### src/common/cg_cfg_pkg.sv
package cg_cfg_pkg;

    // Configuration word layout
    localparam int CFG_W   = 16;
    localparam int TIMER_W = 4;                          // Gate and wake hysteresis timers
    localparam int RSVD_W  = CFG_W - (2 * TIMER_W) - 1;  // Upper reserved bits

    // Field view of the configuration word, LSB first from the bottom
    typedef struct packed {
        logic [RSVD_W-1:0]  rsvd;                // [15:9] reads zero
        logic               clkgate_disabled;    // [8]
        logic [TIMER_W-1:0] t_clkwake;           // [7:4]
        logic [TIMER_W-1:0] t_clkgate;           // [3:0]
    } cfg_fields_t;

    // Bus side uses raw, controller side uses f
    typedef union packed {
        logic [CFG_W-1:0] raw;
        cfg_fields_t      f;
    } cfg_word_u;

    localparam logic [CFG_W-1:0] CFG_RESET_WORD = 16'h0024;  // Gate 4, wake 2, gating on
    localparam logic [CFG_W-1:0] CFG_WMASK      = 16'h01FF;  // Writable bits

    // Clock controller state encoding
    localparam int              ST_W    = 2;
    localparam logic [ST_W-1:0] ST_OFF  = 2'd0;  // Clock off, request idle or dropping
    localparam logic [ST_W-1:0] ST_REQ  = 2'd1;  // Request out, waiting on ack
    localparam logic [ST_W-1:0] ST_WAKE = 2'd2;  // Wake hysteresis
    localparam logic [ST_W-1:0] ST_ON   = 2'd3;  // Clock on, gate hysteresis

endpackage

### src/common/cg_src_pkg.sv
package cg_src_pkg;

    // CDC counts on each side
    localparam int N_IOSF_CDC      = 5;
    localparam int N_NON_IOSF_CDC  = 4;

    // Gated-clock request/ack counts
    localparam int N_IOSF_GCLK     = 5;
    localparam int N_NON_IOSF_GCLK = 5;

    // Derived source widths
    localparam int N_CDC  = N_IOSF_CDC + N_NON_IOSF_CDC;    // All clkreq / clkack bits
    localparam int N_GCLK = N_IOSF_GCLK + N_NON_IOSF_GCLK;  // All gclock req / ack bits

    // One fabric ISM state
    localparam int ISM_W = 3;

    // Synchronizer depth for every async level
    localparam int SYNC_STAGES = 2;

    // Minimum hold once a source drops
    localparam int EXT_CYCLES = 4;
    localparam int EXT_W      = $clog2(EXT_CYCLES + 1);  // Hold counter width

endpackage

### src/cfg/cg_cfg_regs.sv
`timescale 1ns/100ps

module cg_cfg_regs
    import cg_cfg_pkg::*;
(
    input  logic               iosf_cdc_clock,
    input  logic               i_rst_n,
    input  logic               i_cfg_we,            // Write strobe, one cycle
    input  logic [CFG_W-1:0]   i_cfg_wdata,
    output logic [CFG_W-1:0]   o_cfg_rdata,         // Raw readback
    output logic [TIMER_W-1:0] o_t_clkgate,
    output logic [TIMER_W-1:0] o_t_clkwake,
    output logic               o_clkgate_disabled
);

    cfg_word_u cfg_q;

    // Single config word, reserved bits masked off on write
    always_ff @(posedge iosf_cdc_clock) begin
        if (!i_rst_n) begin
            cfg_q.raw <= CFG_RESET_WORD;
        end else if (i_cfg_we) begin
            cfg_q.raw <= i_cfg_wdata & CFG_WMASK;
        end
    end

    assign o_cfg_rdata        = cfg_q.raw;           // Bus view
    assign o_t_clkgate        = cfg_q.f.t_clkgate;   // Field view to controller
    assign o_t_clkwake        = cfg_q.f.t_clkwake;
    assign o_clkgate_disabled = cfg_q.f.clkgate_disabled;

    // Reserved field stays clear through reset and every write
    a_rsvd_zero: assert property (
        @(posedge iosf_cdc_clock) disable iff (!i_rst_n)
        cfg_q.f.rsvd == '0
    ) else $error("Reserved config bits set");

endmodule

### src/verilog/cg_clk_ctrl.sv
`timescale 1ns/100ps

module cg_clk_ctrl
    import cg_cfg_pkg::*, cg_src_pkg::*;
(
    input  logic               iosf_cdc_clock,
    input  logic               i_rst_n,
    input  logic               i_wake_ess,          // Extended essential wakes
    input  logic               i_wake_acc,          // Extended accessible wakes
    input  logic               i_pgcb_pok,          // Async
    input  logic               i_clkack,            // Async, from SoC
    input  logic [TIMER_W-1:0] i_t_clkgate,
    input  logic [TIMER_W-1:0] i_t_clkwake,
    input  logic               i_clkgate_disabled,
    output logic               o_clkreq,
    output logic               o_clk_en
);

    logic [SYNC_STAGES-1:0] pok_sync_q, ack_sync_q;
    logic                   pok_s, ack_s;
    logic                   gate;               // Safe to gate this cycle
    logic [ST_W-1:0]        state_q;
    logic [TIMER_W-1:0]     timer_q;            // Shared wake / gate timer
    logic                   clkreq_q;
    logic [TIMER_W:0]       gate_run_q;         // Consecutive gate cycles, saturating

    always_ff @(posedge iosf_cdc_clock) begin
        if (!i_rst_n) begin
            pok_sync_q <= '0;
            ack_sync_q <= '0;
        end else begin
            pok_sync_q <= {pok_sync_q[SYNC_STAGES-2:0], i_pgcb_pok};
            ack_sync_q <= {ack_sync_q[SYNC_STAGES-2:0], i_clkack};
        end
    end

    assign pok_s = pok_sync_q[SYNC_STAGES-1];
    assign ack_s = ack_sync_q[SYNC_STAGES-1];

    // Accessible wakes and disable only matter with pok
    assign gate = !i_wake_ess && (!pok_s || (!i_wake_acc && !i_clkgate_disabled));

    always_ff @(posedge iosf_cdc_clock) begin
        if (!i_rst_n) begin
            state_q  <= ST_OFF;
            timer_q  <= '0;
            clkreq_q <= 1'b0;
        end else begin
            case (state_q)
                ST_OFF: begin
                    if (clkreq_q) begin
                        clkreq_q <= 1'b0;                // Enable fell last cycle
                    end else if (!gate && !ack_s) begin  // Old ack must be gone first
                        clkreq_q <= 1'b1;
                        state_q  <= ST_REQ;
                    end
                end
                ST_REQ: begin
                    if (ack_s && (i_t_clkwake == '0)) begin
                        state_q <= ST_ON;                // No wake hysteresis
                        timer_q <= '0;
                    end else if (ack_s) begin
                        state_q <= ST_WAKE;
                        timer_q <= i_t_clkwake;
                    end
                end
                ST_WAKE: begin
                    if (timer_q <= TIMER_W'(1)) begin
                        state_q <= ST_ON;
                        timer_q <= '0;                   // Gate count starts clean
                    end else begin
                        timer_q <= timer_q - 1'b1;
                    end
                end
                default: begin                           // ST_ON
                    if (!gate) begin
                        timer_q <= '0;                   // Any wake restarts the count
                    end else if (timer_q >= i_t_clkgate) begin
                        state_q <= ST_OFF;               // t_clkgate+1 gate cycles seen
                    end else begin
                        timer_q <= timer_q + 1'b1;
                    end
                end
            endcase
        end
    end

    // Run length of the gate condition, any state
    always_ff @(posedge iosf_cdc_clock) begin
        if (!i_rst_n || !gate) begin
            gate_run_q <= '0;
        end else if (gate_run_q != '1) begin
            gate_run_q <= gate_run_q + 1'b1;
        end
    end

    assign o_clkreq = clkreq_q;
    assign o_clk_en = (state_q == ST_ON);

    a_en_needs_req: assert property (
        @(posedge iosf_cdc_clock) disable iff (!i_rst_n)
        $rose(o_clk_en) |-> o_clkreq
    ) else $error("Clock enable rose without clkreq");

    a_req_after_en: assert property (
        @(posedge iosf_cdc_clock) disable iff (!i_rst_n)
        $fell(o_clkreq) |-> !$past(o_clk_en)
    ) else $error("clkreq dropped while clock enabled");

    a_gate_full: assert property (
        @(posedge iosf_cdc_clock) disable iff (!i_rst_n)
        $fell(o_clk_en) |-> $past(gate && (gate_run_q >= {1'b0, i_t_clkgate}))
    ) else $error("Clock gated before full gate hysteresis");

endmodule

### src/verilog/cg_top.sv
`timescale 1ns/100ps

module cg_top
    import cg_cfg_pkg::*, cg_src_pkg::*;
(
    input  logic                        iosf_cdc_clock,
    input  logic                        i_rst_n,
    input  logic [N_IOSF_CDC*ISM_W-1:0] i_iosf_ism_fabric,
    input  logic [N_IOSF_CDC-1:0]       i_iosf_clkreq,
    input  logic [N_NON_IOSF_CDC-1:0]   i_non_iosf_clkreq,
    input  logic [N_IOSF_CDC-1:0]       i_iosf_clkack,
    input  logic [N_NON_IOSF_CDC-1:0]   i_non_iosf_clkack,
    input  logic [N_IOSF_GCLK-1:0]      i_iosf_gclock_req,
    input  logic [N_NON_IOSF_GCLK-1:0]  i_non_iosf_gclock_req,
    input  logic [N_IOSF_GCLK-1:0]      i_iosf_gclock_ack,
    input  logic [N_NON_IOSF_GCLK-1:0]  i_non_iosf_gclock_ack,
    input  logic                        i_pwrgate_disabled,
    input  logic                        i_pmc_wake,
    input  logic                        i_pgcb_pok,
    input  logic                        i_pgcb_idle,
    input  logic                        i_clkack,          // SoC ack
    input  logic                        i_cfg_we,
    input  logic [CFG_W-1:0]            i_cfg_wdata,
    output logic [CFG_W-1:0]            o_cfg_rdata,
    output logic                        o_clkreq,          // To SoC
    output logic                        o_clk_en           // Enable for the clock gate
);

    logic               wake_ess, wake_acc;
    logic [TIMER_W-1:0] t_clkgate, t_clkwake;
    logic               clkgate_disabled;

    cg_cfg_regs u_cfg (
        .iosf_cdc_clock     (iosf_cdc_clock),
        .i_rst_n            (i_rst_n),
        .i_cfg_we           (i_cfg_we),
        .i_cfg_wdata        (i_cfg_wdata),
        .o_cfg_rdata        (o_cfg_rdata),
        .o_t_clkgate        (t_clkgate),
        .o_t_clkwake        (t_clkwake),
        .o_clkgate_disabled (clkgate_disabled)
    );

    cg_wake_sources u_wake (
        .iosf_cdc_clock        (iosf_cdc_clock),
        .i_rst_n               (i_rst_n),
        .i_iosf_ism_fabric     (i_iosf_ism_fabric),
        .i_iosf_clkreq         (i_iosf_clkreq),
        .i_non_iosf_clkreq     (i_non_iosf_clkreq),
        .i_iosf_clkack         (i_iosf_clkack),
        .i_non_iosf_clkack     (i_non_iosf_clkack),
        .i_iosf_gclock_req     (i_iosf_gclock_req),
        .i_non_iosf_gclock_req (i_non_iosf_gclock_req),
        .i_iosf_gclock_ack     (i_iosf_gclock_ack),
        .i_non_iosf_gclock_ack (i_non_iosf_gclock_ack),
        .i_pwrgate_disabled    (i_pwrgate_disabled),
        .i_pmc_wake            (i_pmc_wake),
        .i_pgcb_idle           (i_pgcb_idle),
        .o_wake_ess            (wake_ess),
        .o_wake_acc            (wake_acc)
    );

    cg_clk_ctrl u_ctrl (
        .iosf_cdc_clock     (iosf_cdc_clock),
        .i_rst_n            (i_rst_n),
        .i_wake_ess         (wake_ess),
        .i_wake_acc         (wake_acc),
        .i_pgcb_pok         (i_pgcb_pok),
        .i_clkack           (i_clkack),
        .i_t_clkgate        (t_clkgate),
        .i_t_clkwake        (t_clkwake),
        .i_clkgate_disabled (clkgate_disabled),
        .o_clkreq           (o_clkreq),
        .o_clk_en           (o_clk_en)
    );

endmodule

### src/wake/cg_wake_extend.sv
`timescale 1ns/100ps

module cg_wake_extend
    import cg_src_pkg::*;
#(
    parameter int N = 1                   // Number of source bits
) (
    input  logic         iosf_cdc_clock,
    input  logic         i_rst_n,
    input  logic [N-1:0] i_async,         // Raw async levels
    output logic         o_wake_any       // Any bit synced or still held
);

    logic [SYNC_STAGES-1:0] sync_q    [N];
    logic [EXT_W-1:0]       ext_cnt_q [N];
    logic [N-1:0]           held;

    for (genvar i = 0; i < N; i++) begin : g_bit
        always_ff @(posedge iosf_cdc_clock) begin
            if (!i_rst_n) begin
                sync_q[i]    <= '0;
                ext_cnt_q[i] <= '0;
            end else begin
                sync_q[i] <= {sync_q[i][SYNC_STAGES-2:0], i_async[i]};  // Double sync
                if (sync_q[i][SYNC_STAGES-1]) begin
                    ext_cnt_q[i] <= EXT_W'(EXT_CYCLES);   // Reload while source active
                end else if (ext_cnt_q[i] != '0) begin
                    ext_cnt_q[i] <= ext_cnt_q[i] - 1'b1;  // Drain after source drops
                end
            end
        end

        // Synced level or hold window
        assign held[i] = sync_q[i][SYNC_STAGES-1] | (ext_cnt_q[i] != '0);

        // Hold counter never runs past its reload value
        a_cnt_max: assert property (
            @(posedge iosf_cdc_clock) disable iff (!i_rst_n)
            ext_cnt_q[i] <= EXT_W'(EXT_CYCLES)
        ) else $error("Wake hold counter above EXT_CYCLES on bit %0d", i);
    end

    assign o_wake_any = |held;

endmodule

### src/wake/cg_wake_sources.sv
`timescale 1ns/100ps

module cg_wake_sources
    import cg_src_pkg::*;
(
    input  logic                        iosf_cdc_clock,
    input  logic                        i_rst_n,
    input  logic [N_IOSF_CDC*ISM_W-1:0] i_iosf_ism_fabric,     // Flattened ISM states
    input  logic [N_IOSF_CDC-1:0]       i_iosf_clkreq,
    input  logic [N_NON_IOSF_CDC-1:0]   i_non_iosf_clkreq,
    input  logic [N_IOSF_CDC-1:0]       i_iosf_clkack,
    input  logic [N_NON_IOSF_CDC-1:0]   i_non_iosf_clkack,
    input  logic [N_IOSF_GCLK-1:0]      i_iosf_gclock_req,
    input  logic [N_NON_IOSF_GCLK-1:0]  i_non_iosf_gclock_req,
    input  logic [N_IOSF_GCLK-1:0]      i_iosf_gclock_ack,
    input  logic [N_NON_IOSF_GCLK-1:0]  i_non_iosf_gclock_ack,
    input  logic                        i_pwrgate_disabled,
    input  logic                        i_pmc_wake,
    input  logic                        i_pgcb_idle,
    output logic                        o_wake_ess,            // Always keeps clock on
    output logic                        o_wake_acc             // Counts only with pok
);

    logic [N_IOSF_CDC-1:0] ism_nz;
    logic [N_IOSF_CDC-1:0] ism_act_q;   // Registered per-CDC ISM activity
    logic                  pg_q;        // Last sampled pwrgate_disabled
    logic                  pg_chg_q;    // One-cycle change pulse
    logic                  ism_wake, greq_wake, gack_wake, creq_wake, cack_wake;
    logic                  pgchg_wake, busy_wake, pmc_wake;

    // Any non-idle ISM state per CDC
    for (genvar i = 0; i < N_IOSF_CDC; i++) begin : g_ism
        assign ism_nz[i] = |i_iosf_ism_fabric[i*ISM_W +: ISM_W];
    end

    always_ff @(posedge iosf_cdc_clock) begin
        if (!i_rst_n) begin
            ism_act_q <= '0;
            pg_chg_q  <= 1'b0;
        end else begin
            ism_act_q <= ism_nz;
            pg_chg_q  <= i_pwrgate_disabled ^ pg_q;   // Either edge wakes
        end
    end

    // Tracks through reset, so no false change at release
    always_ff @(posedge iosf_cdc_clock) begin
        pg_q <= i_pwrgate_disabled;
    end

    // Accessible sources
    cg_wake_extend #(.N(N_IOSF_CDC)) u_ext_ism (
        .iosf_cdc_clock(iosf_cdc_clock), .i_rst_n(i_rst_n),
        .i_async(ism_act_q), .o_wake_any(ism_wake));
    cg_wake_extend #(.N(N_GCLK)) u_ext_greq (
        .iosf_cdc_clock(iosf_cdc_clock), .i_rst_n(i_rst_n),
        .i_async({i_non_iosf_gclock_req, i_iosf_gclock_req}), .o_wake_any(greq_wake));
    cg_wake_extend #(.N(N_GCLK)) u_ext_gack (
        .iosf_cdc_clock(iosf_cdc_clock), .i_rst_n(i_rst_n),
        .i_async({i_non_iosf_gclock_ack, i_iosf_gclock_ack}), .o_wake_any(gack_wake));
    cg_wake_extend #(.N(1)) u_ext_pgchg (
        .iosf_cdc_clock(iosf_cdc_clock), .i_rst_n(i_rst_n),
        .i_async(pg_chg_q), .o_wake_any(pgchg_wake));

    // Essential sources
    cg_wake_extend #(.N(N_CDC)) u_ext_creq (
        .iosf_cdc_clock(iosf_cdc_clock), .i_rst_n(i_rst_n),
        .i_async({i_non_iosf_clkreq, i_iosf_clkreq}), .o_wake_any(creq_wake));
    cg_wake_extend #(.N(N_CDC)) u_ext_cack (
        .iosf_cdc_clock(iosf_cdc_clock), .i_rst_n(i_rst_n),
        .i_async({i_non_iosf_clkack, i_iosf_clkack}), .o_wake_any(cack_wake));
    cg_wake_extend #(.N(1)) u_ext_busy (
        .iosf_cdc_clock(iosf_cdc_clock), .i_rst_n(i_rst_n),
        .i_async(~i_pgcb_idle), .o_wake_any(busy_wake));      // PGCB not idle
    cg_wake_extend #(.N(1)) u_ext_pmc (
        .iosf_cdc_clock(iosf_cdc_clock), .i_rst_n(i_rst_n),
        .i_async(i_pmc_wake), .o_wake_any(pmc_wake));

    assign o_wake_ess = creq_wake | cack_wake | pmc_wake | busy_wake;
    assign o_wake_acc = ism_wake | greq_wake | gack_wake | pgchg_wake;

endmodule
### config.mk
export PLATFORM = sky130hd
export DESIGN_NAME = cg_top
export DESIGN_NICKNAME = d
export VERILOG_FILES = /design/src/common/cg_cfg_pkg.sv /design/src/common/cg_src_pkg.sv /design/src/cfg/cg_cfg_regs.sv /design/src/verilog/cg_clk_ctrl.sv /design/src/verilog/cg_top.sv /design/src/wake/cg_wake_extend.sv /design/src/wake/cg_wake_sources.sv
export SDC_FILE = /design/constraint.sdc
export NUM_CORES = 1
export LEC_CHECK = 0
export ABC_AREA = 1
export BUFFER_PORTS_ARGS = -buffer_cell sky130_fd_sc_hd__buf_2
export CAP_MARGIN = 20
export CORE_MARGIN = 8
export CORE_UTILIZATION = 55
export CTS_BUF_LIST = sky130_fd_sc_hd__clkbuf_8
export CTS_CLUSTER_SIZE = 28
export DETAILED_ROUTE_END_ITERATION = 8
export GPL_TIMING_DRIVEN = 0
export PLACE_DENSITY = 0.77
export SLEW_MARGIN = 15
export SYNTH_ARGS = -nofsm -noshare
export SYNTH_HDL_FRONTEND = slang
export SYNTH_SLANG_ARGS = --single-unit
### constraint.sdc
create_clock -name iosf_cdc_clock -period 1.5 [get_ports iosf_cdc_clock]
set_input_delay 0.225 -clock iosf_cdc_clock [delete_from_list [all_inputs] [get_ports iosf_cdc_clock]]
set_output_delay 0.225 -clock iosf_cdc_clock [all_outputs]
set_load 0.02 [all_outputs]
==> results by group, run 1 <==
Clock tree
  – Clock latency at the later pin of the worst-skew pair: ~0.55 ns
  – Root buffer cell: clkbuf_8
  – Clock-pin slew on the worst setup and hold paths: around 0.060 ns
  – Clock buffer count from CTS: 42
  – CTS tree: yes
  – Clock H-tree levels: 2
  – Clock Sinks: about 260
  – Clock tree buffer depth: 3

Power
  – Switch share: 0.359
  – Final Power: around 28 mW
  – VDD IR-drop max: 0.885 mV
  – Part of the power in registers: 0.398
  – NetSw: 10.1 mW
  – Comb pwr share: 0.398
  – Clock power share: 0.204
  – Power density cells: approximately 1800 nW/µm²
  – Internal power: approximately 18 mW
  – Leakage: roughly 7.5 nW

Logic synthesis
  – Post-synthesis mux area share: 0
  – Synth warn: 0
  – Main combinational cell family by area after synthesis: simple AND/OR/NAND/NOR gates
  – Simple logic cell fraction of the synthesized area: 0.176
  – Synth Area in Adders: 0.105
  – Number of different library cells in the post-synthesis netlist: 32
  – Sequential area share after synthesis: 0.533
  – Compound-Gate Fraction of Synth Area: 0.0359
  – Mean Syn Cell Area: about 9.0 µm²
  – Mapped Cells: roughly 1,400
  – XOR/XNOR Fraction of Synth Area: 0.0358
  – FF+latch count, synth: roughly 260
  – Cell area after synthesis: 12,200 µm²

Flow run
  – Max Cap Violations: 0

Final layout
  – Final nets: approximately 1,800
  – Most frequent cells in the layout: inv_1, nand2_1, nor2_1, edfxtp_1, dfxtp_1
  – Layout cell share with drive strength beyond 1: 0.219
  – Area Growth Syn to Fin: 25.3%
  – Most common cell after layout, fill and taps aside: inv_1
  – Final core occ: 0.703
  – Non-filler cells, final: roughly 1,900

Hold path
  – Hold crit path type: input port to flop
  – Hold Path End: u_cfg.o_cfg_rdata[5]$_SDFFE_PN1P_
  – Min-delay src: i_cfg_we
  – Hold depth: 2

Drt
  – Post-Route WL: ~28,000 µm
  – Final ANT Viol Nets: 0
  – First-pass DRT Iterations: 5
  – DR vias/cell: a little under 5
  – DRT iter0 DRCs: 562
  – DR WL/cell: ~15 µm
  – Vias post-DR: 9,357
  – # DRC: 0

Critical path
  – WS Path Type: flop to flop
  – Startpoint Class: flop
  – CP required: approximately 1.9 ns
  – CP Data Arrival Time: 2.46 ns
  – Crit path capture type: flop
  – Reg2reg setup slack: -0.52 ns
  – Reg2reg path depth: 13
  – R2R Path Start: u_wake.u_ext_creq.ext_cnt_q[1][0]$_SDFFCE_PN0P_
  – CP max FO: 5
  – Worst r2r dst: u_ctrl.timer_q[2]$_SDFFE_PN0P_

Floorplanning
  – I/O pin total: 95
  – Core ar.: 21,800 µm²
  – Die Height: around 170 µm
  – Initial Util: 0.561
  – Row count: between 50 and 60
  – Die Span X: around 170 µm
  – Die area: about 27,000 µm²

STA
  – Max_slew headroom: 0.447
  – Setup-failing EPs final: 7
  – Worst Tran Pin Value: 0.830 ns
  – Final Max Tran Viols: 0
  – Final Hold Viols: 0
  – Final worst slack: -0.520 ns
  – Part of the cycle the worst path needs: 1.35
  – Clock skew: 0.0292 ns
  – RSZ-0062 raised after global routing: yes
  – Fmax: just under 0.5 GHz
  – Min cycle time layout: about 2.0 ns

Global route
  – Initial antenna violation count: 1
  – First-pass GRT wire length: roughly 44,000 µm
  – Vias in the first global route: ~9,400
  – Largest net degree at the start of global routing: 11
  – Overall Global Routing Usage: 0.204
  – Grt ovf: 0

Placement
  – DP HPWL: approximately 18,000 µm
  – Placer Congestion: between 0.8 and 0.9
  – Placed insts: about 1,700
  – Number of port buffers: between 70 and 80

Run status
  – Failing checks: setup timing
  – Status: finished with violations
-- metal layers --
layer	track usage	part of all wire	wire (µm)	up-vias
li1	-	-	-	4680
met4	0.0807	0.024	673	0
met2	0.362	0.51	14500	252
met3	0.0337	0.049	1390	52
met1	0.244	0.42	11800	4373
met5	0	0	0	-
-- critical path, cell delays in order (launching register included) --
cell      delay (ns)
edfxtp_1        0.40
inv_2           0.09
ha_4            0.12
nand2_2         0.05
nor2_1          0.12
nand4_1         0.17
nor2_2          0.20
nand2_2         0.09
nor2_4          0.19
nand4_1         0.13
nand2_2         0.14
inv_4           0.07
o21ai_2         0.10
nor2_1          0.05
-- power by group through the flow --
stage | registers (mW) | logic (mW) | clock network, mW
final | 11.2 | 11.2 | 5.75
after global routing | 11.4 | 12.7 | 6.18
after CTS | 11.1 | 9.99 | 5.82
after detailed placement | 11.2 | 8.53 | 0
after global placement | 11.0 | 8.03 | 0
after floorplan | 10.9 | 6.71 | 0
-- sequential cells by signal, summed over array words and instances, names as in the netlist, 2 cells and up --
register / count
u_wake.u_ext_gack.sync_q: 20
u_wake.u_ext_creq.sync_q: 18
u_wake.ism_act_q: 5
u_wake.u_ext_gack.ext_cnt_q: 30
u_ctrl.timer_q: 4
u_ctrl.ack_sync_q: 2
u_wake.u_ext_ism.sync_q: 10
u_wake.u_ext_pgchg.ext_cnt_q: 3
u_wake.u_ext_pgchg.sync_q: 2
u_wake.u_ext_busy.sync_q: 2
u_cfg.o_cfg_rdata: 9
u_wake.u_ext_greq.ext_cnt_q: 30
u_wake.u_ext_creq.ext_cnt_q: 27
u_wake.u_ext_cack.sync_q: 18
u_wake.u_ext_busy.ext_cnt_q: 3
u_wake.u_ext_greq.sync_q: 20
u_wake.u_ext_ism.ext_cnt_q: 15
u_wake.u_ext_pmc.ext_cnt_q: 3
u_ctrl.state_q: 2
u_wake.u_ext_cack.ext_cnt_q: 27
u_wake.u_ext_pmc.sync_q: 2
u_ctrl.pok_sync_q: 2
-- cells in the mapped netlist, drive strengths merged --
cell type	n	share of area
xnor2	49	0.035
nand3	39	0.016
nor3	47	0.020
nor2	208	0.069
or2	1	0.00051
o21ai	33	0.013
inv	318	0.098
nor4	1	0.00051
nand2	203	0.064
clkinv	2	0.00061
o211ai	1	0.00061
clkbuf	17	0.0052
nand4	11	0.0056
ha	103	0.11
conb	1	0.00031
edfxtp	138	0.34
a21oi	13	0.0059
xor2	1	0.00072
buf	21	0.0098
o22ai	31	0.016
dfxtp	119	0.19
-- worst max path at each step --
stage,start,to,slack (ns),depth (start not counted)
2_1_floorplan,u_wake.u_ext_gack.ext_cnt_q[7][0]$_SDFFCE_PN0P_,u_ctrl.timer_q[2]$_SDFFE_PN0P_,-0.14,15
3_3_place_gp,u_wake.u_ext_creq.ext_cnt_q[0][0]$_SDFFCE_PN0P_,u_ctrl.timer_q[1]$_SDFFE_PN0P_,-0.54,13
3_5_place_dp,u_wake.u_ext_creq.ext_cnt_q[5][0]$_SDFFCE_PN0P_,u_ctrl.timer_q[1]$_SDFFE_PN0P_,-0.57,13
4_1_cts,u_wake.u_ext_greq.ext_cnt_q[3][0]$_SDFFCE_PN0P_,u_ctrl.timer_q[2]$_SDFFE_PN0P_,-0.49,15
5_1_grt,u_wake.u_ext_gack.ext_cnt_q[0][0]$_SDFFCE_PN0P_,u_ctrl.timer_q[0]$_SDFFE_PN0P_,-0.65,14
6_report,u_wake.u_ext_creq.ext_cnt_q[1][0]$_SDFFCE_PN0P_,u_ctrl.timer_q[2]$_SDFFE_PN0P_,-0.52,13
-- stage by stage --
stage,worst slack [ns],instance area [µm²],hold WS [ns],TNS [ns]
after floorplan,-0.142,12300,0.253,-0.779
after global placement,-0.540,13000,0.356,-72.20
after detailed placement,-0.570,13000,0.356,-84.61
after CTS,-0.487,14900,0.0416,-3.06
after global routing,-0.652,15300,0.105,-4.38
final,-0.520,15300,0.0559,-3.27
-- cell families after synthesis --
family                   after synthesis
AO/OA/AOI/OAI                         78
buffers and inverters                358
adder cells (fa/ha/maj)              103
AND/OR/NAND/NOR                      510
other                                  1
flip-flops                           257
XOR/XNOR                              50
-- area by class of cell --
class | count | area, µm²
antenna | 1 | 2.50
buffer | 38 | 186
clock buffer | 50 | 688
clock inverter | 27 | 111
fill | 1577 | 6490
inverter | 320 | 1200
multi-input combinational | 748 | 4820
sequential | 257 | 6530
tap | 280 | 350
timing repair buffer | 197 | 1450
-- repair_timing --
item,in CTS,in global routing
hold buffers,62,0
endpoints found under the setup margin,9,59
gates resized for setup,74,84
pin swaps,43,62
hold endpoints to repair,58,0
setup buffers,37,24
No activity file was read; power rests on OpenSTA's default activity.
==> run 2: changes to the inputs <==
--- a/config.mk
+++ b/config.mk
@@ -14,7 +14,8 @@
 export CTS_CLUSTER_SIZE = 28
 export DETAILED_ROUTE_END_ITERATION = 8
 export GPL_TIMING_DRIVEN = 0
-export PLACE_DENSITY = 0.77
+export PLACE_DENSITY = 0.74
+export SKIP_CTS_REPAIR_TIMING = 1
 export SLEW_MARGIN = 15
 export SYNTH_ARGS = -nofsm -noshare
 export SYNTH_HDL_FRONTEND = slang
==> constraint.sdc (replaced) <==
create_clock -name iosf_cdc_clock -period 2.31 [get_ports iosf_cdc_clock]
set_input_delay 0.3465 -clock iosf_cdc_clock [delete_from_list [all_inputs] [get_ports iosf_cdc_clock]]
set_output_delay 0.3465 -clock iosf_cdc_clock [all_outputs]
set_load 0.02 [all_outputs]
==> run 2 against run 1 <==
The flow now finishes without violations. Sequential power fell by 36%. Non-clock buffer count fell by 85. Clock power shrank 34%. Combinational power decreased by 50%. Maximum frequency down 4.4%. Register-to-register slack improved by 0.72 ns. Clock skew down 0.0090 ns. Global-route usage is 2.1 points lower. Clock-buffer cell count grew 2. Flip-flop and latch count is the same. Cell area down 7.5%. Critical endpoint is now u_ctrl.timer_q[1]$_SDFFE_PN0P_. Largest power group unchanged.
==> results by group, run 2 (synthesis results as in run 1) <==
Run status
  – Status: completed

Final layout
  – Fillers: 1,777 (+13%)
  – Layout cell share with drive strength beyond 1: 0.125 (-0.0939)
  – Most frequent cells in the layout: inv_1, nand2_1, nor2_1, edfxtp_1, dfxtp_1
  – Most common cell after layout, fill and taps aside: inv_1
  – Top Registers: u_wake.u_ext_gack.ext_cnt_q (30), u_wake.u_ext_greq.ext_cnt_q (30)
  – Area Growth Syn to Fin: 15.9%
  – Final nets: 1,700 (-4.7%)
  – Antenna cells: 0 (-1)

Clock tree
  – Clock tree buffer depth: 3 (unchanged)
  – Clock Sinks: 257 (unchanged)
  – Clock-pin slew on the worst setup and hold paths: 0.06 ns (about the same)
  – Clock latency at the later pin of the worst-skew pair: 0.54 ns (about the same)
  – Clock buffer count from CTS: 43 (+2.4%)
  – Clock H-tree levels: 2 (unchanged)
  – Root buffer cell: clkbuf_8
  – CTS tree: yes

Floorplanning
  – Initial Util: 0.561 (unchanged)
  – Row count: 54 (unchanged)
  – Die Span X: 165 µm (unchanged)
  – Core ar.: 21,800 µm² (unchanged)
  – Die area: 27,300 µm² (unchanged)
  – I/O pin total: 95 (unchanged)
  – Die Height: 165 µm (unchanged)

Global route
  – M1 GR Usage: 0.237 (-0.00670)
  – GR Util met3: 0.0372 (+0.00347)
  – Most Crowded Layer GR: met2
  – First-pass GRT wire length: 40,200 µm (-9.1%)
  – Initial antenna violation count: 0 (-1)
  – Vias in the first global route: 8,773 (-7.1%)
  – Largest net degree at the start of global routing: 12 (+1)
  – Met2 Track Usage GR: 0.307 (-0.0549)
  – Overall Global Routing Usage: 0.184 (-0.0206)
  – Grt ovf: 0 (unchanged)

Critical path
  – CP required: 2.70 ns (+0.76 ns)
  – CP max FO: 5 (unchanged)
  – WS Path Type: flop to flop
  – Crit path capture type: flop
  – Reg2reg setup slack: 0.20 ns (+0.72 ns)
  – CP Data Arrival Time: 2.50 ns (+0.04 ns)
  – Startpoint Class: flop

Placement
  – Number of port buffers: 78 (unchanged)
  – Placer Congestion: 0.847 (+2.9%)
  – DP HPWL: 18,100 µm (-0.95%)

Power
  – VDD IR-drop max: 0.586 mV (-34%)
  – Leakage: 7.05 nW (-5.5%)
  – Internal power: 10.8 mW (-40%)
  – Clock power share: 0.230 (+0.026)
  – NetSw: 5.75 mW (-43%)
  – Part of the power in registers: 0.432 (+0.034)
  – Comb pwr share: 0.338 (-0.060)
  – Power density cells: 1170 nW/µm² (-37%)
  – Switch share: 0.347 (-0.0112)

Drt
  – DR vias/cell: 4.86 (-0.48%)
  – Vias post-DR: 8,909 (-4.8%)
  – DRT iter0 DRCs: 455 (-19%)
  – Post-Route WL: 25,200 µm (-11%)
  – # DRC: 0 (unchanged)
  – Final ANT Viol Nets: 0 (unchanged)
  – First-pass DRT Iterations: 5 (unchanged)
  – DR WL/cell: 13.7 µm (-7.1%)

STA
  – Part of the cycle the worst path needs: 0.915 (-0.431)
  – Final Hold Viols: 0 (unchanged)
  – Max_slew headroom: 0.390 (-0.0565)
  – RSZ-0062 raised after global routing: no
  – Setup-failing EPs final: 0 (-7)
  – Min cycle time layout: 2.11 ns (+0.0940 ns)
  – Fin Hold WS: 0.0102 ns (-0.0456 ns)
  – Worst Tran Pin Value: 0.915 ns (+0.0847 ns)
  – Final Max Tran Viols: 0 (unchanged)
  – Clock skew: 0.0202 ns (-0.00900 ns)
  – Fmax: 0.473 GHz (-4.4%)
  – Setup TNS: 0 ns (+3.27 ns)

Hold path
  – Hold crit path type: input port to flop

Flow run
  – Max Cap Violations: 0 (unchanged)
[run 2: changes by cell type in the layout (fill, tap and decap cells not counted), sizes merged]
cell,change
buf,-55
clkinv,+2
diode,-1
dlygate4sd3,-28
inv,-1
[run 2: path summary, 6_finish.rpt]
check,end,cells past startpoint,startpoint
setup / recovery,u_ctrl.timer_q[1]$_SDFFE_PN0P_,13,u_wake.u_ext_creq.ext_cnt_q[6][0]$_SDFFCE_PN0P_
hold reg to reg,u_wake.u_ext_gack.sync_q[8][1]$_SDFF_PN0_,2,u_wake.u_ext_gack.sync_q[8][0]$_SDFF_PN0_
hold / removal,u_wake.u_ext_cack.sync_q[0][0]$_SDFF_PN0_,3,i_iosf_clkack[0]
setup reg to reg,u_ctrl.timer_q[1]$_SDFFE_PN0P_,13,u_wake.u_ext_creq.ext_cnt_q[6][0]$_SDFFCE_PN0P_
[run 2: power groups by stage]
stage               registers (mW)  clock network, mW  logic, mW
finish                        7.14               3.80       5.60
global route                  7.29               4.12       6.48
CTS                           7.13               3.89       5.57
detailed placement            7.23                  0       5.48
global placement              7.15                  0       5.21
floorplan                     7.08                  0       4.32
[run 2: metal layers]
layer	up-vias	wire length (µm)
li1	4503	-
met4	0	573
met5	-	0
met1	4122	11200
met3	47	1450
met2	237	12000
[run 2: stage by stage]
stage,instance area [µm²],power [mW],cells,setup slack (ns),utilization
global placement,13000,12.4,1721,0.223,0.596
floorplan,12300,11.4,1363,0.653,-
CTS,13800,16.6,1801,0.132,0.634
global route,14200,17.9,1835,0.00652,0.650
detailed placement,13000,12.7,1721,0.175,0.596
finish,14200,16.5,1835,0.196,0.650
[run 2: area by class of cell]
cell class	instances	area [µm²]	area share
inverters	320	1200	0.0847
multi-input cells	748	4360	0.307
repair buffers	112	731	0.0515
clock buffers	52	716	0.0504
well taps	280	350	0.0247
flip-flops and latches	257	6530	0.460
plain buffers	38	184	0.0130
clock inverters	28	121	0.00855
[run 2: worst max-delay path, stage by stage, from the launching register on]
cell	delay, ns
edfxtp_1	0.39
inv_1	0.10
ha_1	0.15
inv_1	0.04
nor2_1	0.20
nand4_1	0.16
nor2_1	0.16
nand2_1	0.11
nor2_4	0.18
nand4_1	0.13
nand2_2	0.13
inv_2	0.08
nand2_1	0.09
a21oi_2	0.05
